===== src/mem_defs.svh =====
`ifndef MEM_DEFS_SVH
`define MEM_DEFS_SVH

// Geometry of the 128 x 46 user-area memory

// Full word seen by the controller
`define MEM_DATA_WIDTH 46

// Word address, 128 entries
`define MEM_ADDR_WIDTH 7

// Width of one hard macro
`define MEM_TILE_WIDTH 8

// Macros side by side, the last one only partly used
`define MEM_NUM_TILES 6

`endif


===== src/mem_geom_pkg.sv =====
`include "mem_defs.svh"

package mem_geom_pkg;

  // Word address into the array
  typedef logic [`MEM_ADDR_WIDTH-1:0] addr_t;

  // Full data word
  typedef logic [`MEM_DATA_WIDTH-1:0] word_t;

  // Byte slice handled by one macro
  typedef logic [`MEM_TILE_WIDTH-1:0] tile_t;

  // One bit per macro, 1 means write that macro
  typedef logic [`MEM_NUM_TILES-1:0] mask_t;

  localparam int MEM_DEPTH = 1 << `MEM_ADDR_WIDTH;  // 128 words

endpackage


===== src/mem_cmd_pkg.sv =====
`include "mem_defs.svh"

package mem_cmd_pkg;

  // Command strobe opcodes
  typedef enum logic [1:0] {
    CMD_NOP   = 2'b00,  // No effect
    CMD_READ  = 2'b01,  // Data back one cycle later
    CMD_WRITE = 2'b10,  // Masked write
    CMD_CLEAR = 2'b11   // Zero the whole array
  } cmd_op_t;

endpackage


===== src/mem_cmd_ctrl.sv =====
`timescale 1ns/10ps

// Command front end for the tiled memory
// Read and write pass straight to the port, a clear sweeps all addresses
module mem_cmd_ctrl
  import mem_geom_pkg::*;
  import mem_cmd_pkg::*;
(
  input  logic    clk_i,
  input  logic    rst_n_i,
  input  logic    req_v_i,
  input  cmd_op_t req_op_i,
  input  addr_t   req_addr_i,
  input  mask_t   req_mask_i,
  input  word_t   req_data_i,
  input  word_t   mem_rdata_i,
  output logic    mem_v_o,
  output logic    mem_w_o,
  output addr_t   mem_addr_o,
  output mask_t   mem_mask_o,
  output word_t   mem_data_o,
  output logic    rvalid_o,
  output word_t   rdata_o,
  output logic    busy_o,
  output logic    cmd_drop_o
);

  logic  busy_q;
  addr_t clr_addr_q;
  logic  rvalid_q;
  logic  drop_q;

  logic accept;
  logic rd_acc;
  logic wr_acc;
  logic clr_acc;
  logic last_clr;

  // Nothing is accepted during a sweep
  assign accept   = req_v_i && !busy_q;
  assign rd_acc   = accept && (req_op_i == CMD_READ);
  assign wr_acc   = accept && (req_op_i == CMD_WRITE);
  assign clr_acc  = accept && (req_op_i == CMD_CLEAR);
  assign last_clr = busy_q && (clr_addr_q == addr_t'(MEM_DEPTH - 1));

  // Sweep owns the port while busy
  always_comb begin
    if (busy_q) begin
      mem_v_o    = 1'b1;
      mem_w_o    = 1'b1;
      mem_addr_o = clr_addr_q;
      mem_mask_o = '1;  // All tiles
      mem_data_o = '0;
    end else begin
      mem_v_o    = rd_acc || wr_acc;
      mem_w_o    = wr_acc;
      mem_addr_o = req_addr_i;
      mem_mask_o = req_mask_i;
      mem_data_o = req_data_i;
    end
  end

  // Clear sequencer
  always_ff @(posedge clk_i or negedge rst_n_i) begin
    if (!rst_n_i) begin
      busy_q     <= 1'b0;
      clr_addr_q <= '0;
    end else begin
      if (clr_acc) begin
        busy_q <= 1'b1;
      end else if (last_clr) begin
        busy_q <= 1'b0;  // Count wraps to zero here
      end
      if (busy_q) begin
        clr_addr_q <= clr_addr_q + 1'b1;
      end
    end
  end

  // Read return flag and drop report
  always_ff @(posedge clk_i or negedge rst_n_i) begin
    if (!rst_n_i) begin
      rvalid_q <= 1'b0;
      drop_q   <= 1'b0;
    end else begin
      rvalid_q <= rd_acc;
      drop_q   <= req_v_i && busy_q;
    end
  end

  assign busy_o     = busy_q;
  assign rvalid_o   = rvalid_q;
  assign rdata_o    = mem_rdata_i;  // Macro output already registered
  assign cmd_drop_o = drop_q;

  // A read return never overlaps a sweep
  no_rvalid_in_sweep_a: assert property (
    @(posedge clk_i) disable iff (!rst_n_i) !(rvalid_o && busy_o))
    else $error("mem_cmd_ctrl: rvalid_o high during clear");

  drop_after_busy_strobe_a: assert property (
    @(posedge clk_i) disable iff (!rst_n_i) cmd_drop_o |-> $past(req_v_i && busy_o))
    else $error("mem_cmd_ctrl: cmd_drop_o without a dropped strobe");

  // Sweep keeps writing the port until the last address
  sweep_drives_port_a: assert property (
    @(posedge clk_i) disable iff (!rst_n_i)
    (busy_o && !last_clr) |=> (mem_v_o && mem_w_o))
    else $error("mem_cmd_ctrl: idle memory port during clear");

endmodule


===== config.mk =====
export PLATFORM = sky130hd
export DESIGN_NAME = mem_cmd_ctrl
export DESIGN_NICKNAME = d
export VERILOG_FILES = /design/src/mem_geom_pkg.sv /design/src/mem_cmd_pkg.sv /design/src/mem_cmd_ctrl.sv
export VERILOG_INCLUDE_DIRS = /design/src /design/src/src
export SDC_FILE = /design/constraint.sdc
export NUM_CORES = 1
export LEC_CHECK = 0
export BUFFER_PORTS_ARGS = -buffer_cell sky130_fd_sc_hd__buf_2
export CAP_MARGIN = 20
export CORE_AREA = 2 2 86 88
export DETAILED_ROUTE_END_ITERATION = 8
export DIE_AREA = 0 0 88 90
export SLEW_MARGIN = 20
export SYNTH_ARGS = -nofsm -noshare
export SYNTH_HDL_FRONTEND = slang
export SYNTH_SLANG_ARGS = --single-unit

===== constraint.sdc =====
create_clock -name clk_i -period 2.4 [get_ports clk_i]
set_input_delay 0.48 -clock clk_i [delete_from_list [all_inputs] [get_ports clk_i]]
set_output_delay 0.48 -clock clk_i [all_outputs]
set_load 0.1 [all_outputs]

==> reports/metrics.cfg <==
[timing]
fmax_mhz=496
post-route-period-util=0.841
drv_slew=0
grt_setup_unrepaired=false
period_minus_slack_ns=2.02
skew_ns=0.00781
fin_setup_tns_ns=0
worst_pin_slew_ns=0.505
layout_setup_ws_ns=0.382
hold_viol=0
max_slew_margin=0.666
setup_viol=0
holdWs_ns=0.0918

[clock_tree]
clkSlewWorstSetupHoldPaths_ns=0.05
cts_root_buffer=clkbuf_8
cts_resized=0
cts-hold-fix-buffers=0
cts_made_buffers=3
clk_latency_ns=0.24
cts.sinks=10
cts.path.max_buffers=2
postCtsSetupBuffers=0
cts_htree_levels=1
cts_tree=done

[power]
cellPowerDensity_nw_per_um2=221
total_leakage_power_nw=1.15
total_power_w=0.000450
vdd_drop_max_uv=134

[worst_setup_path]
crit_path_end_kind=output pin
crit_family=buffers and inverters
start_kind=flip-flop
cp_data_required_time_ns=1.92
worst_path_max_delay_cell=buf_2
crit_buf_inv=2
crit_type=reg -> out
cp.arrival_ns=1.54
crit_chain=buf_4 > and2b_2 > buf_2
cp_slowest_stage_delay_ns=0.41
worstPathMaxFanout=34

[die]
initial_core_util=0.181
dieWidth_um=88
core_um2=7020
num_rows=31
io_pins=220
die-height_um=90
die_area_um2=7920

[synthesis]
async_reset_ff_frac=1.00
synth-xor-area-share=0.0482
synth_fa_ha_area_frac=0.00984
synth_compound_area_frac=0.0236
synth_top_family_by_area=simple AND/OR/NAND/NOR gates
yosys.area.top_type_share=0.272
yosys-top-cells-area=buf_4 (27%), dfrtp_1 (20%), and2b_1 (16%), nor2b_1 (9.4%), mux2_2 (6.2%)
seq_area_frac_synth=0.197
syn_inst=151
synthSimpleGateAreaFrac=0.342
synthMuxAreaShare=0.0620
synth-edff-count=0
synth-seq-cells=10
syn_nets=262
synth_area_leader_cell=buf_4
yosysUniqueCellTypes=25
syn_area_um2=1270
ys.flop_type=dfrtp_1
ys.warnings.count=0
syn_area_per_cell_um2=8.42

[cells_and_area]
fill_cells=740
nNetsFinal=343
multi_input_area_um2=706
n_antenna_cell=0
stdcell_area_um2=2040
layout-drive-gt1-share=0.857
regArea_um2=251
syn_to_final_growth_pct=60.3

[min_path]
hold_class=in -> async

[route]
ant_nets=0
vias=1205
drtPass1Iterations=4
drc=0
via_per_inst=3.65
wl_per_cell_um=10.8
drt_iter0_markers=9
drt_wl_total_um=3560

[global_route]
grt.overflow.total=0
grt_pass1_vias=1058
grtUsageMet1=0.0794
grt_max_degree=35
grt_pass1_wl_um=4970
track_usage=0.0804
met2_usage=0.143
antenna_found_initial=0
grt-busiest-layer=met2
use_met3=0.0239

[placed_design]
preCtsSetupSlack_ns=0.616
dpl_cell_area_um2=1980
io_buffer_count=127
place_hpwl_um=3130
place.gp.congestion=0.694

[run_status]
status=completed

[job]
maxCapViolations=0

stage by stage:
| step | std cells | utilization |
|---|---|---|
| after global placement | 326 | 0.282 |
| after detailed placement | 326 | 0.282 |
| final | 330 | 0.290 |
| after CTS | 330 | 0.290 |
| after floorplan | 151 | - |
| after global routing | 330 | 0.290 |
worst reg2reg max path: cells and delay by family (launching register included):
| family | cells | cell delay, ns |
|---|---|---|
| flops | 1 | 0.34 |
| xor+xnor | 1 | 0.16 |
| buf+inv | 2 | 0.54 |
| simple gates | 2 | 0.31 |
path summary, 6_finish.rpt:
| path | startpoint | to | slack, ns | depth (start not counted) |
|---|---|---|---|---|
| worst max-delay path | busy_o$_DFFE_PN0P_ | mem_data_o[2] | 0.38 | 3 |
| worst min-delay path | rst_n_i | clr_addr_q[4]$_DFFE_PN0P_ | 0.09 | 1 |
| worst max register to register | busy_o$_DFFE_PN0P_ | clr_addr_q[5]$_DFFE_PN0P_ | 0.97 | 5 |
| worst min register to register | clr_addr_q[6]$_DFFE_PN0P_ | clr_addr_q[6]$_DFFE_PN0P_ | 0.53 | 1 |
| max in group asynchronous | rst_n_i | busy_o$_DFFE_PN0P_ | 2.09 | 1 |
| min in group clk_i | req_op_i[1] | rvalid_o$_DFF_PN0_ | 0.46 | 2 |
kinds of logic (layout without fill, tap and decap cells):
logic type	Yosys count	after routing
compound gates	5	5
xor+xnor	7	7
fa+ha+maj	1	1
buf+inv	55	135
flops	10	10
mux	7	7
simple gates	66	66
layout by cell type (no fill, tap or decap), drive strengths merged, types with 4 or more instances in the layout:
cell type | synthesis | layout
nor2b | 19 | 19
buf | 49 | 130
and2b | 27 | 27
dfrtp | 10 | 10
clkbuf | 5 | 4
nand2 | 6 | 6
xor2 | 4 | 4
or2 | 6 | 6
mux2 | 7 | 7
routing by layer:
layer / vias to the layer above / part of all wire / routed length (µm)
li1: 581 / - / -
met3: 15 / 0.12 / 438
met4: 0 / 0.024 / 87
met2: 90 / 0.50 / 1780
met5: - / 0 / 0
met1: 519 / 0.35 / 1250
sequential cells by signal, summed over array words and instances, names as in the netlist:
| signal | count |
|---|---|
| busy_o | 1 |
| clr_addr_q | 7 |
| cmd_drop_o | 1 |
| rvalid_o | 1 |
final cells by class:
type | instances | share of cell area
Tap cell | 99 | 0.0608
Inverter | 1 | 0.00184
Sequential cell | 10 | 0.123
Timing Repair Buffer | 130 | 0.441
Multi-Input combinational cell | 86 | 0.346
Clock buffer | 4 | 0.0270
synthesized netlist by cell type (3+ instances only):
cell type	instances
o21ai_0	3
dfrtp_1	10
xor2_1	4
and2b_1	27
or2_2	6
mux2_2	7
xnor2_1	3
nor2b_1	19
nand2_1	5
clkbuf_1	5
buf_4	46
nand4_1	3
report_power, final:
group          internal, W  leakage (nW)  switching, W
registers         0.000170         0.117   0.000000138
logic            0.0000434          1.01     0.0000255
clock network     0.000144        0.0288     0.0000672
No activity file was read; power rests on OpenSTA's default activity.
